**config.mk**
```make
export PLATFORM = sky130hd
export DESIGN_NAME = sdram_ctrl_top
export DESIGN_NICKNAME = d
export VERILOG_FILES = /design/src/sdram_pkg.sv /design/src/sdram_timer_if.sv /design/src/sdram_cmd_if.sv /design/src/sdram_ctrl_top.sv /design/src/sdram_datapath.sv /design/src/sdram_sequencer.sv /design/src/sdram_timer.sv
export SDC_FILE = /design/constraint.sdc
export NUM_CORES = 1
export LEC_CHECK = 0
export BUFFER_PORTS_ARGS = -buffer_cell sky130_fd_sc_hd__buf_2
export CAP_MARGIN = 20
export CORE_MARGIN = 2
export CORE_UTILIZATION = 23
export CTS_CLUSTER_DIAMETER = 150
export DETAILED_ROUTE_END_ITERATION = 8
export PLACE_DENSITY = 0.56
export SYNTH_ARGS = -nofsm -noshare
export SYNTH_HDL_FRONTEND = slang
export SYNTH_SLANG_ARGS = --single-unit
```
**constraint.sdc**
```tcl
create_clock -name clk -period 2.29 [get_ports clk]
set_clock_uncertainty 0.2 [all_clocks]
set_input_delay 0.229 -clock clk [delete_from_list [all_inputs] [get_ports clk]]
set_output_delay 0.229 -clock clk [all_outputs]
set_load 0.01 [all_outputs]
```
**src/sdram_pkg.sv**
```systemverilog
package sdram_pkg;

    // Device geometry.
    localparam int SDRAM_ADDRESS_WIDTH = 13;
    localparam int SDRAM_COLUMN_WIDTH = 9;
    localparam int BANK_BITS = 2;

    // Word address, one column bit is taken by the half-word beat.
    localparam int CPU_ADDRESS_WIDTH = BANK_BITS + SDRAM_ADDRESS_WIDTH + SDRAM_COLUMN_WIDTH - 1;

    // A10 selects auto-precharge on column commands and all banks on precharge.
    localparam int AUTO_PRECHARGE_BIT = 10;

    // Burst length 2, sequential burst, CAS latency 2.
    localparam logic [SDRAM_ADDRESS_WIDTH-1:0] MODE_REGISTER_VALUE = 13'h021;

    localparam int AUTOREFRESH_LATENCY = 3;
    localparam int BANK_ACTIVATE_LATENCY = 2;
    localparam int CAS_LATENCY = 2;
    localparam int PRECHARGE_LATENCY = 2;

    localparam int WAIT_COUNTER_BITS = 3;
    // 256 cycles between refresh requests at 25 MHz.
    localparam int REFRESH_COUNTER_BITS = 8;

    typedef enum logic [2:0] {
        ST_INIT,
        ST_IDLE,
        ST_WAIT,
        ST_CAS,
        ST_READ,
        ST_READ2
    } sdram_state_e;

    typedef enum logic [2:0] {
        CMD_NOP,
        CMD_ACTIVE,
        CMD_READ,
        CMD_WRITE,
        CMD_REFRESH,
        CMD_PRECHARGE_ALL,
        CMD_LOAD_MODE
    } sdram_cmd_e;

    typedef enum logic [1:0] {
        ADDR_ROW,
        ADDR_COLUMN,
        ADDR_MODE,
        ADDR_PRECHARGE_ALL
    } sdram_addr_sel_e;

endpackage
```
**src/sdram_timer_if.sv**
```systemverilog
interface sdram_timer_if import sdram_pkg::*; ();

    logic wait_load;
    logic [WAIT_COUNTER_BITS-1:0] wait_value;
    logic wait_done;
    logic refresh_req;
    logic refresh_ack;

    modport sequencer (
        output wait_load,
        output wait_value,
        output refresh_ack,
        input wait_done,
        input refresh_req
    );

    modport timer (
        input wait_load,
        input wait_value,
        input refresh_ack,
        output wait_done,
        output refresh_req
    );

endinterface

```
**src/sdram_cmd_if.sv**
```systemverilog
interface sdram_cmd_if import sdram_pkg::*; ();

    sdram_cmd_e cmd;
    sdram_addr_sel_e addr_sel;
    // Second write beat, high half-word and upper byte enables.
    logic beat_high;
    logic capture_low;
    logic capture_high;

    modport sequencer (
        output cmd,
        output addr_sel,
        output beat_high,
        output capture_low,
        output capture_high
    );

    modport datapath (
        input cmd,
        input addr_sel,
        input beat_high,
        input capture_low,
        input capture_high
    );

endinterface

```
**src/sdram_ctrl_top.sv**
```systemverilog
module sdram_ctrl_top import sdram_pkg::*; (
    input logic clk,
    input logic nreset,
    input logic [CPU_ADDRESS_WIDTH-1:0] cpu_address,
    input logic [31:0] cpu_data_in,
    output logic [31:0] cpu_data_out,
    input logic cpu_req,
    input logic [3:0] cpu_nwr,
    output logic cpu_ack,
    output logic sdram_clk,
    output logic [SDRAM_ADDRESS_WIDTH-1:0] sdram_address,
    output logic [BANK_BITS-1:0] sdram_ba,
    output logic sdram_ncs,
    output logic sdram_ras,
    output logic sdram_cas,
    output logic sdram_nwe,
    output logic sdram_data_noe,
    input logic [15:0] sdram_data_in,
    output logic [15:0] sdram_data_out,
    output logic [1:0] sdram_dqm
);

    sdram_cmd_if cmd_if_i ();
    sdram_timer_if timer_if_i ();

    // The device samples pins mid-cycle on the opposite edge.
    assign sdram_clk = ~clk;

    sdram_timer timer_i (
        .clk(clk),
        .nreset(nreset),
        .tmr(timer_if_i.timer)
    );

    sdram_sequencer sequencer_i (
        .clk(clk),
        .nreset(nreset),
        .cpu_req(cpu_req),
        .cpu_nwr(cpu_nwr),
        .cpu_ack(cpu_ack),
        .cmd(cmd_if_i.sequencer),
        .tmr(timer_if_i.sequencer)
    );

    sdram_datapath datapath_i (
        .clk(clk),
        .nreset(nreset),
        .cmd(cmd_if_i.datapath),
        .cpu_address(cpu_address),
        .cpu_data_in(cpu_data_in),
        .cpu_nwr(cpu_nwr),
        .cpu_data_out(cpu_data_out),
        .sdram_address(sdram_address),
        .sdram_ba(sdram_ba),
        .sdram_ncs(sdram_ncs),
        .sdram_ras(sdram_ras),
        .sdram_cas(sdram_cas),
        .sdram_nwe(sdram_nwe),
        .sdram_data_noe(sdram_data_noe),
        .sdram_data_in(sdram_data_in),
        .sdram_data_out(sdram_data_out),
        .sdram_dqm(sdram_dqm)
    );

endmodule

```
**src/sdram_datapath.sv**
```systemverilog
module sdram_datapath import sdram_pkg::*; (
    input logic clk,
    input logic nreset,
    sdram_cmd_if.datapath cmd,
    input logic [CPU_ADDRESS_WIDTH-1:0] cpu_address,
    input logic [31:0] cpu_data_in,
    input logic [3:0] cpu_nwr,
    output logic [31:0] cpu_data_out,
    output logic [SDRAM_ADDRESS_WIDTH-1:0] sdram_address,
    output logic [BANK_BITS-1:0] sdram_ba,
    output logic sdram_ncs,
    output logic sdram_ras,
    output logic sdram_cas,
    output logic sdram_nwe,
    output logic sdram_data_noe,
    input logic [15:0] sdram_data_in,
    output logic [15:0] sdram_data_out,
    output logic [1:0] sdram_dqm
);

    logic [3:0] cmd_pins;
    logic [SDRAM_ADDRESS_WIDTH-1:0] address_next;
    logic write_beat;
    logic [15:0] data_low;
    logic [15:0] data_high;

    assign write_beat = (cmd.cmd == CMD_WRITE) || cmd.beat_high;
    assign cpu_data_out = {data_high, data_low};

    // Pin order is ncs, ras, cas, nwe.
    always_comb begin
        case (cmd.cmd)
            CMD_ACTIVE: cmd_pins = 4'b0011;
            CMD_READ: cmd_pins = 4'b0101;
            CMD_WRITE: cmd_pins = 4'b0100;
            CMD_REFRESH: cmd_pins = 4'b0001;
            CMD_PRECHARGE_ALL: cmd_pins = 4'b0010;
            CMD_LOAD_MODE: cmd_pins = 4'b0000;
            default: cmd_pins = 4'b0111;
        endcase
    end

    always_comb begin
        address_next = '0;
        case (cmd.addr_sel)
            ADDR_ROW: begin
                address_next = cpu_address[SDRAM_ADDRESS_WIDTH+SDRAM_COLUMN_WIDTH-2:
                                           SDRAM_COLUMN_WIDTH-1];
            end
            ADDR_COLUMN: begin
                // Low half-word first, so column bit 0 is zero.
                address_next[SDRAM_COLUMN_WIDTH-1:0] = {cpu_address[SDRAM_COLUMN_WIDTH-2:0], 1'b0};
                address_next[AUTO_PRECHARGE_BIT] = 1'b1;
            end
            ADDR_MODE: address_next = MODE_REGISTER_VALUE;
            default: address_next[AUTO_PRECHARGE_BIT] = 1'b1;
        endcase
    end

    always_ff @(posedge clk) begin
        if (!nreset) begin
            {sdram_ncs, sdram_ras, sdram_cas, sdram_nwe} <= 4'b0111;
            sdram_data_noe <= 1'b1;
        end else begin
            {sdram_ncs, sdram_ras, sdram_cas, sdram_nwe} <= cmd_pins;
            sdram_data_noe <= !write_beat;
        end
    end

    always_ff @(posedge clk) begin
        sdram_address <= address_next;
        sdram_ba <= cpu_address[CPU_ADDRESS_WIDTH-1 -: BANK_BITS];
        sdram_data_out <= cmd.beat_high ? cpu_data_in[31:16] : cpu_data_in[15:0];
        // Reads are never masked.
        if (write_beat) begin
            sdram_dqm <= cmd.beat_high ? cpu_nwr[3:2] : cpu_nwr[1:0];
        end else begin
            sdram_dqm <= 2'b00;
        end
        if (cmd.capture_low) begin
            data_low <= sdram_data_in;
        end
        if (cmd.capture_high) begin
            data_high <= sdram_data_in;
        end
    end

endmodule

```
**src/sdram_sequencer.sv**
```systemverilog
module sdram_sequencer import sdram_pkg::*; (
    input logic clk,
    input logic nreset,
    input logic cpu_req,
    input logic [3:0] cpu_nwr,
    output logic cpu_ack,
    sdram_cmd_if.sequencer cmd,
    sdram_timer_if.sequencer tmr
);

    sdram_state_e state;
    sdram_state_e next_state;
    logic [1:0] init_count;
    logic is_read;
    logic req;

    assign is_read = &cpu_nwr;
    // Only a request whose acknowledge has dropped is a new one.
    assign req = cpu_req && !cpu_ack;

    always_comb begin
        cmd.cmd = CMD_NOP;
        cmd.addr_sel = ADDR_ROW;
        cmd.beat_high = 1'b0;
        cmd.capture_low = 1'b0;
        cmd.capture_high = 1'b0;
        tmr.wait_load = 1'b0;
        tmr.wait_value = '0;
        tmr.refresh_ack = 1'b0;
        case (state)
            ST_INIT: begin
                // Count 3 precharges, 2 and 1 refresh, 0 loads the mode.
                case (init_count)
                    2'd3: begin
                        cmd.cmd = CMD_PRECHARGE_ALL;
                        cmd.addr_sel = ADDR_PRECHARGE_ALL;
                    end
                    2'd0: begin
                        cmd.cmd = CMD_LOAD_MODE;
                        cmd.addr_sel = ADDR_MODE;
                    end
                    default: cmd.cmd = CMD_REFRESH;
                endcase
                tmr.wait_load = 1'b1;
                tmr.wait_value = WAIT_COUNTER_BITS'(AUTOREFRESH_LATENCY - 1);
            end
            ST_IDLE: begin
                if (tmr.refresh_req) begin
                    cmd.cmd = CMD_REFRESH;
                    tmr.refresh_ack = 1'b1;
                    tmr.wait_load = 1'b1;
                    tmr.wait_value = WAIT_COUNTER_BITS'(AUTOREFRESH_LATENCY - 1);
                end else if (req) begin
                    cmd.cmd = CMD_ACTIVE;
                    tmr.wait_load = 1'b1;
                    tmr.wait_value = WAIT_COUNTER_BITS'(BANK_ACTIVATE_LATENCY - 1);
                end
            end
            ST_CAS: begin
                cmd.cmd = is_read ? CMD_READ : CMD_WRITE;
                cmd.addr_sel = ADDR_COLUMN;
                if (is_read) begin
                    tmr.wait_load = 1'b1;
                    tmr.wait_value = WAIT_COUNTER_BITS'(CAS_LATENCY - 1);
                end
            end
            ST_READ: begin
                cmd.capture_low = 1'b1;
            end
            ST_READ2: begin
                // Second read beat, or second write beat.
                cmd.capture_high = is_read;
                cmd.beat_high = !is_read;
                tmr.wait_load = 1'b1;
                tmr.wait_value = WAIT_COUNTER_BITS'(PRECHARGE_LATENCY - 1);
            end
            default: begin
            end
        endcase
    end

    always_ff @(posedge clk) begin
        if (!nreset) begin
            state <= ST_INIT;
            next_state <= ST_IDLE;
            init_count <= 2'd3;
            cpu_ack <= 1'b0;
        end else begin
            case (state)
                ST_INIT: begin
                    init_count <= init_count - 2'd1;
                    next_state <= (init_count == 2'd0) ? ST_IDLE : ST_INIT;
                    state <= ST_WAIT;
                end
                ST_IDLE: begin
                    if (!cpu_req) begin
                        cpu_ack <= 1'b0;
                    end
                    if (tmr.refresh_req) begin
                        next_state <= ST_IDLE;
                        state <= ST_WAIT;
                    end else if (req) begin
                        next_state <= ST_CAS;
                        state <= ST_WAIT;
                    end
                end
                ST_WAIT: begin
                    if (tmr.wait_done) begin
                        state <= next_state;
                    end
                end
                ST_CAS: begin
                    next_state <= ST_READ;
                    state <= is_read ? ST_WAIT : ST_READ2;
                end
                ST_READ: begin
                    state <= ST_READ2;
                end
                ST_READ2: begin
                    cpu_ack <= 1'b1;
                    next_state <= ST_IDLE;
                    state <= ST_WAIT;
                end
                default: begin
                    state <= ST_IDLE;
                end
            endcase
        end
    end

endmodule

```
**src/sdram_timer.sv**
```systemverilog
module sdram_timer import sdram_pkg::*; (
    input logic clk,
    input logic nreset,
    sdram_timer_if.timer tmr
);

    logic [WAIT_COUNTER_BITS-1:0] wait_count;
    logic [REFRESH_COUNTER_BITS-1:0] refresh_count;
    logic refresh_pending;

    assign tmr.wait_done = wait_count == '0;
    assign tmr.refresh_req = refresh_pending;

    // Wait counter stops at zero until the next load.
    always_ff @(posedge clk) begin
        if (!nreset) begin
            wait_count <= '0;
        end else if (tmr.wait_load) begin
            wait_count <= tmr.wait_value;
        end else if (wait_count != '0) begin
            wait_count <= wait_count - 1'b1;
        end
    end

    always_ff @(posedge clk) begin
        if (!nreset) begin
            refresh_count <= '0;
            refresh_pending <= 1'b0;
        end else begin
            refresh_count <= refresh_count + 1'b1;
            if (tmr.refresh_ack) begin
                refresh_pending <= 1'b0;
            end
            // A wrap in the same cycle as an acknowledge starts a new request.
            if (refresh_count == '1) begin
                refresh_pending <= 1'b1;
            end
        end
    end

endmodule

```
# Word level (Yosys, flattened, before mapping)
# Cells that the tools add are included.
# totals
reg_bits	91
elab_cells	99
output_inout_bits	72
in_bits	78
# op_classes
reduce_logical	19
n_bitwise	1
addsub	3
eq_ne	18
muxes	39
# ops
op	n
2-to-1 mux 3 bit	10
case mux 9 bit (3 select lines)	1
case mux 3 bit (4 select lines)	2
case mux 3 bit (6 select lines)	1
2-to-1 mux 16 bit	1
equality test 3 bit (second input constant)	5
2-to-1 mux 1 bit	15
case mux 3 bit (5 select lines)	1
equality test 3 x 2 -> 1 bit (second input constant)	4
case mux 2 bit (2 select lines)	3
case mux 3 bit (3 select lines)	1
adder 8 x 1 -> 8 bit (second input constant)	1
equality test 8 bit (second input constant)	1
equality test 3 x 1 -> 1 bit (second input constant)	2
zero test 3 bit	2
AND reduction 2 bit	3
nonzero test 2 bit	3
equality test 2 bit (second input constant)	2
zero test 2 bit	2
case mux 1 bit (2 select lines)	2
AND reduction 4 bit	1
nonzero test 4 bit	1
zero test 1 bit	3
!= test 3 x 2 -> 1 bit (second input constant)	1
other kinds (12)	12

# Depth between registers and ports, before layout
# Gate-level depths: netlist (run 1).
# logic_depth
ltp_word	8
ltp_mapped	8
ltp_nobuf	7

# By module
# A second synthesis (run 1) with hierarchy kept.
# hier_totals
cells_unflattened	284
hier_area_um2	3385.7
# modules_own_cells
module	instances	area_each_um2	seq_area_each_um2	cells_each
sdram_datapath	1	2163.3	1701.6	130
sdram_sequencer	1	654.4	180.2	93
sdram_timer	1	564.3	240.2	60
sdram_ctrl_top	1	3.8	0.0	1

==> flow_summary.ini, run 1 <==
[yosys]
synth-seq-cells = 90
synth_largest_area_cell = dfxtp_1
synthArstFlopShare_pct = 0
syn_area_per_cell_um2 = 12.0
synth-edff-count = 32
syn_nets = 364
synth_area_leaders = dfxtp_1 34%, edfxtp_1 29%, mux2_2 5.4%
yosysWarnings = 0
synth_top_area_share_pct = 34.5
ys_seq_area_share_pct = 63.0
ys.flop_type = dfxtp_1
synthCells = 280
synthDistinctLibCells = 45
syn-cell-area_um2 = 3370

[die]
initial_core_util_pct = 23.3
core.rowCount = 44
io_pins = 150
die_h_um = 125
die_width_um = 125
core-area_um2 = 14400
die-area_um2 = 15600

[worst_setup_path]
crit_buf_inv = 3
worstPathCellList = buf_4, nor2b_1, buf_4, a22oi_1, dlygate4sd3_1, nor2_1
worst_setup_path_start_kind = flop
cp_slowest_stage_delay_ns = 0.56
cp.required_ns = 2.32
crit_fanout = 14
cpMostUsedCell = buf_4
critPathKind = reg -> reg
cp_top_family = buffers and inverters
cp_slowest_cell = dlygate4sd3_1
crit_arrival_ns = 2.10
critPathCaptureType = flop

[power_and_ir_drop]
vdd_drop_max_v = 0.000396
p_leak_nw = 2.32
power_density_nw_per_um2 = 917

[finish]
fillCellCount = 1404
n_antenna_cell = 0
drive_gt1_share_pct = 37.9
stdcell_area_um2 = 5370
area_growth_pct = 59.6
final_nets = 596

[sta]
post-route-period-util_pct = 90.4
fmax_mhz = 483
rsz0062_at_grt = no
post-route-min-period_ns = 2.07
report.final.setup_viol = 0
holdWs_ns = 0.0555
worstMarginPinSlew_ns = 0.506
tns_ns = 0
drv_slew = 0
relSlewSlack_pct = 66.0
final-hold-violation-count = 0

[clock_tree]
cts_tree = done
path_clk_slew_ns = 0.06
clock_latency_ns = 0.33
cts_buffers = 9
postCtsSetupBuffers = 0
clock_path_buffers = 2
htreeDepth = 3
cts.repair.resized = 0
holdBufCountCts = 75
cts_root_buf = clkbuf_16

[route]
postRouteAntennaNets = 0
routed.top_layer = met4
wl_met3_um = 450
wl_met1_mm = 3.34
dr.pass1.iters = 4
route.met2.wl_mm = 4.76
vias = 2873
via_per_inst = 4.10
drt_first_iter_violations = 172
drc = 0
wl_per_cell_um = 12.5
drt-total-wl_mm = 8.79

[placement]
hpwl_mm = 5.76
placed_area_um2 = 4350
routabilityCongestion = 0.801
io_buffers = 148

[global_route]
gr-usage-all-layers_pct = 10.9
globalRoute.totalOverflow = 0
grt_pass1_wl_mm = 13.6
grt_pass1_vias = 2949
grt_max_degree = 28
antenna_found_initial = 0

[flow_run]
max-cap-violations = 0

[worst_hold_path]
hold_class = in -> reg

[run_status]
status = complete, no violations
-- sequential cells by signal, summed over array words and instances (netlist names), 2 cells and up --
name	flops
datapath_i.sdram_address	13
datapath_i.sdram_data_out	16
sequencer_i.init_count	2
sequencer_i.state	3
timer_i.wait_count	3
datapath_i.data_high	16
datapath_i.data_low	16
datapath_i.sdram_ba	2
timer_i.refresh_count	8
sequencer_i.next_state	3
datapath_i.sdram_dqm	2
-- per-stage QoR --
stage	total power [mW]	utilization [%]	setup slack (ns)	instances
final	4.93	37.2	0.219	701
after global routing	5.22	37.2	0.108	701
after CTS	4.97	37.2	0.204	701
after detailed placement	3.51	30.2	0.373	610
after global placement	3.47	30.2	0.409	610
after floorplan	3.03	-	0.153	280
-- synthesized netlist by cell type, types with 2 or more instances --
cell type,n
mux2_2,16
and2_1,10
buf_2,3
inv_1,7
buf_6,2
edfxtp_1,32
nand4_1,2
nor3_1,5
a22oi_1,2
nand2_1,18
a21oi_1,10
a211oi_1,2
nand2b_1,4
o211ai_1,2
o21ai_0,16
xnor2_1,5
or3_1,2
ha_1,6
mux2i_1,8
nor2_1,24
dfxtp_1,58
nor2b_1,8
a21boi_0,5
o31ai_1,2
clkbuf_1,5
nand3_1,6
buf_4,2
-- metal layers --
layer  track usage, %  up-vias
li1                 -     1440
met1             10.9     1332
met2             20.6       79
met3             3.08       22
met4             5.62        0
met5                0        -
-- power by group --
part	internal, mW	switching [mW]	total, mW
Clock	0.745	0.617	1.36
Sequential	1.89	0.111	2.00
Combinational	0.740	0.821	1.56
Total	3.38	1.55	4.93
-- worst reg2reg max path, cell delays in order (launching register included) --
cell and delay [ns]:
dfxtp_1 0.49, buf_4 0.27, nor2b_1 0.10, buf_4 0.15, a22oi_1 0.16, dlygate4sd3_1 0.56, nor2_1 0.04
-- worst paths after layout --
check / end / slack (ns) / startpoint / cells after the start
max: datapath_i.sdram_dqm[0] / 0.22 / sequencer_i.state[1] / 6
min: sequencer_i.cpu_ack / 0.06 / cpu_req / 3
max reg2reg: datapath_i.sdram_dqm[0] / 0.22 / sequencer_i.state[1] / 6
min reg2reg: timer_i.refresh_count[0] / 0.25 / timer_i.refresh_count[0] / 1
-- placed cells by master, fill, tap and decap left out, types with 4 or more instances in the layout --
master / n
dlygate4sd3_1: 75
buf_4: 11
nand3_1: 6
buf_2: 148
nor2b_1: 8
nand2_1: 18
nor3_1: 4
and2_1: 10
dfxtp_1: 58
ha_1: 6
xnor2_1: 5
o21ai_0: 16
inv_1: 8
a21boi_0: 5
a21oi_1: 10
edfxtp_1: 32
nand2b_1: 4
mux2_2: 16
mux2i_1: 8
clkbuf_16: 9
nor2_1: 24
-- cell families after synthesis --
logic type               synth area share [%]
AND/OR/NAND/NOR                          13.3
AO/OA/AOI/OAI                            8.85
buffers and inverters                    3.12
flip-flops                               63.0
other                                   0.111
adder cells (fa/ha/maj)                  2.23
multiplexers                             7.73
XOR/XNOR                                 1.56
-- final cells by class --
type / count / area, um2 / share of cell area [%]
Tap cell: 184 / 230 / 4.29
Timing Repair Buffer: 233 / 1570 / 29.2
Multi-Input combinational cell: 169 / 1140 / 21.3
Clock buffer: 10 / 230 / 4.29
Clock inverter: 8 / 48.8 / 0.909
Sequential cell: 90 / 2120 / 39.5
Inverter: 7 / 26.3 / 0.489
Power figures use the tool's default switching activity.
==> inputs of run 2 (changes only) <==
Settings changed: CORE_MARGIN 2 to unset.
==> run 2 against run 1 <==
Compared with the run above:
- clock-buffer cell count grew 1
- combinational power about the same
- sequential cell count unchanged
- critical path depth stayed put
- clock power up 12%
- critical endpoint is now datapath_i.sdram_dqm[1]
- largest cell class unchanged
- largest power group unchanged
- highest routed layer unchanged
==> flow_summary.ini, run 2 (synthesis gave the netlist of run 1 again) <==
[clock_tree]
htreeDepth = 3
cts_tree = done
path_clk_slew_ns = 0.06
clock_latency_ns = 0.33
cts.repair.resized = 0
cts_buffers = 9
clock_path_buffers = 2
cts_root_buf = clkbuf_16

[power_and_ir_drop]
power_density_nw_per_um2 = 940
power.total_mw = 5.06
p_sw_share_pct = 30.6
clockPowerShare_pct = 30.1
p_seq_share_pct = 39.5
intPower_mw = 3.51
p_leak_nw = 2.32
vdd_drop_max_v = 0.000356
combinationalPowerShare_pct = 30.4
p_sw_mw = 1.55

[finish]
stdcell_area_um2 = 5380
final_nets = 594
final_common_cell = buf_2
n_antenna_cell = 0
reg.largest.list = datapath_i.data_high (16), datapath_i.data_low (16), datapath_i.sdram_data_out (16)
area_growth_pct = 59.9
fillCellCount = 1321
final_cell_mix = 148 x buf_2, 75 x dlygate4sd3_1, 58 x dfxtp_1
drive_gt1_share_pct = 37.9

[global_route]
grt_max_degree = 28
gr-usage-all-layers_pct = 11.0
antenna_found_initial = 0
grt_pass1_vias = 2834
grt_pass1_wl_mm = 12.9
globalRoute.totalOverflow = 0

[worst_setup_path]
crit_cells = 6
critPathCaptureType = flop
cp_slowest_cell = dlygate4sd3_1
crit_fanout = 12
worstPathCellList = buf_4, nor2b_1, buf_4, a22oi_1, dlygate4sd3_1, nor2_1
cpMostUsedCell = buf_4
crit_arrival_ns = 2.14
worst_setup_path_start_kind = flop
cp_slowest_stage_delay_ns = 0.57
crit_buf_inv = 3
rr_worst_depth = 6
r2r_slack_ns = 0.17
critPathKind = reg -> reg
cp.required_ns = 2.32
cp_top_family = buffers and inverters

[route]
via_per_inst = 4.18
drc = 0
postRouteAntennaNets = 0
wl_per_cell_um = 12.9
vias = 2905
drt-total-wl_mm = 8.94
drt_first_iter_violations = 118
dr.pass1.iters = 4

[placement]
hpwl_mm = 5.59
routabilityCongestion = 0.770
placed_area_um2 = 4330
io_buffers = 148

[sta]
tns_ns = 0
rsz0062_at_grt = no
report.final.setup_viol = 0
holdWs_ns = 0.0692
post-route-min-period_ns = 2.12
drv_slew = 0
fmax_mhz = 472
worstMarginPinSlew_ns = 0.541
relSlewSlack_pct = 63.7
post-route-period-util_pct = 92.5
final-hold-violation-count = 0

[die]
die_width_um = 123
core-area_um2 = 14100
die_h_um = 123
io_pins = 150
initial_core_util_pct = 23.9
core.rowCount = 43
die-area_um2 = 15100

[flow_run]
max-cap-violations = 0

[worst_hold_path]
hold_class = in -> reg
hold_depth = 3

[run_status]
status = complete, no violations
==> run 2: cell count changes in the layout (fill, tap and decap cells not counted) <==
cell | before | now
clkbuf_8 | 0 | 1
bufinv_16 | 0 | 1
inv_6 | 0 | 1
buf_4 | 11 | 9
clkinv_4 | 2 | 0
inv_1 | 8 | 7
==> run 2: worst reg2reg max path, stage by stage, from the launching register on <==
cell,delay [ns]
dfxtp_1,0.52
buf_4,0.27
nor2b_1,0.08
buf_4,0.15
a22oi_1,0.18
dlygate4sd3_1,0.57
nor2_1,0.04
==> run 2: area by class of cell <==
type | instances | area (um2) | area share [%]
flip-flops and latches | 90 | 2120 | 39.4
repair buffers | 231 | 1550 | 28.9
multi-input cells | 169 | 1140 | 21.3
clock buffers | 11 | 244 | 4.53
well taps | 180 | 225 | 4.19
clock inverters | 7 | 66.3 | 1.23
inverters | 7 | 26.3 | 0.488
==> run 2: worst paths after layout <==
kind	startpoint	endpoint
min	cpu_req	sequencer_i.cpu_ack
max reg2reg	sequencer_i.state[1]	datapath_i.sdram_dqm[1]
min reg2reg	timer_i.refresh_count[0]	timer_i.refresh_count[0]
max	sequencer_i.state[1]	datapath_i.sdram_dqm[1]
==> run 2: routing by layer <==
| metal | vias to the layer above | track usage (%) | wire [um] |
|---|---|---|---|
| met5 | - | 0 | 0 |
| met4 | 0 | 4.52 | 201 |
| met3 | 14 | 2.68 | 412 |
| met2 | 87 | 21.6 | 4880 |
| met1 | 1365 | 10.9 | 3450 |
| li1 | 1439 | - | - |
==> run 2: stage by stage <==
stage	setup WS [ns]	cells	utilization (%)
2_1_floorplan	0.153	280	-
3_3_place_gp	0.394	604	30.7
3_5_place_dp	0.338	604	30.7
4_1_cts	0.200	695	38.2
5_1_grt	0.0399	695	38.2
6_report	0.172	695	38.2
==> run 2: power by group through the flow <==
stage	clock network [mW]	logic (mW)	registers, mW
CTS	1.56	1.53	2.00
floorplan	0.0172	0.931	2.08
global placement	0.0318	1.39	2.03
detailed placement	0.0318	1.41	2.04
global route	1.64	1.70	2.02
finish	1.52	1.54	2.00
==> run 2: what timing repair did <==
action	in CTS	in global routing
hold endpoints to repair	65	0
setup buffers	0	0
hold buffers	75	0
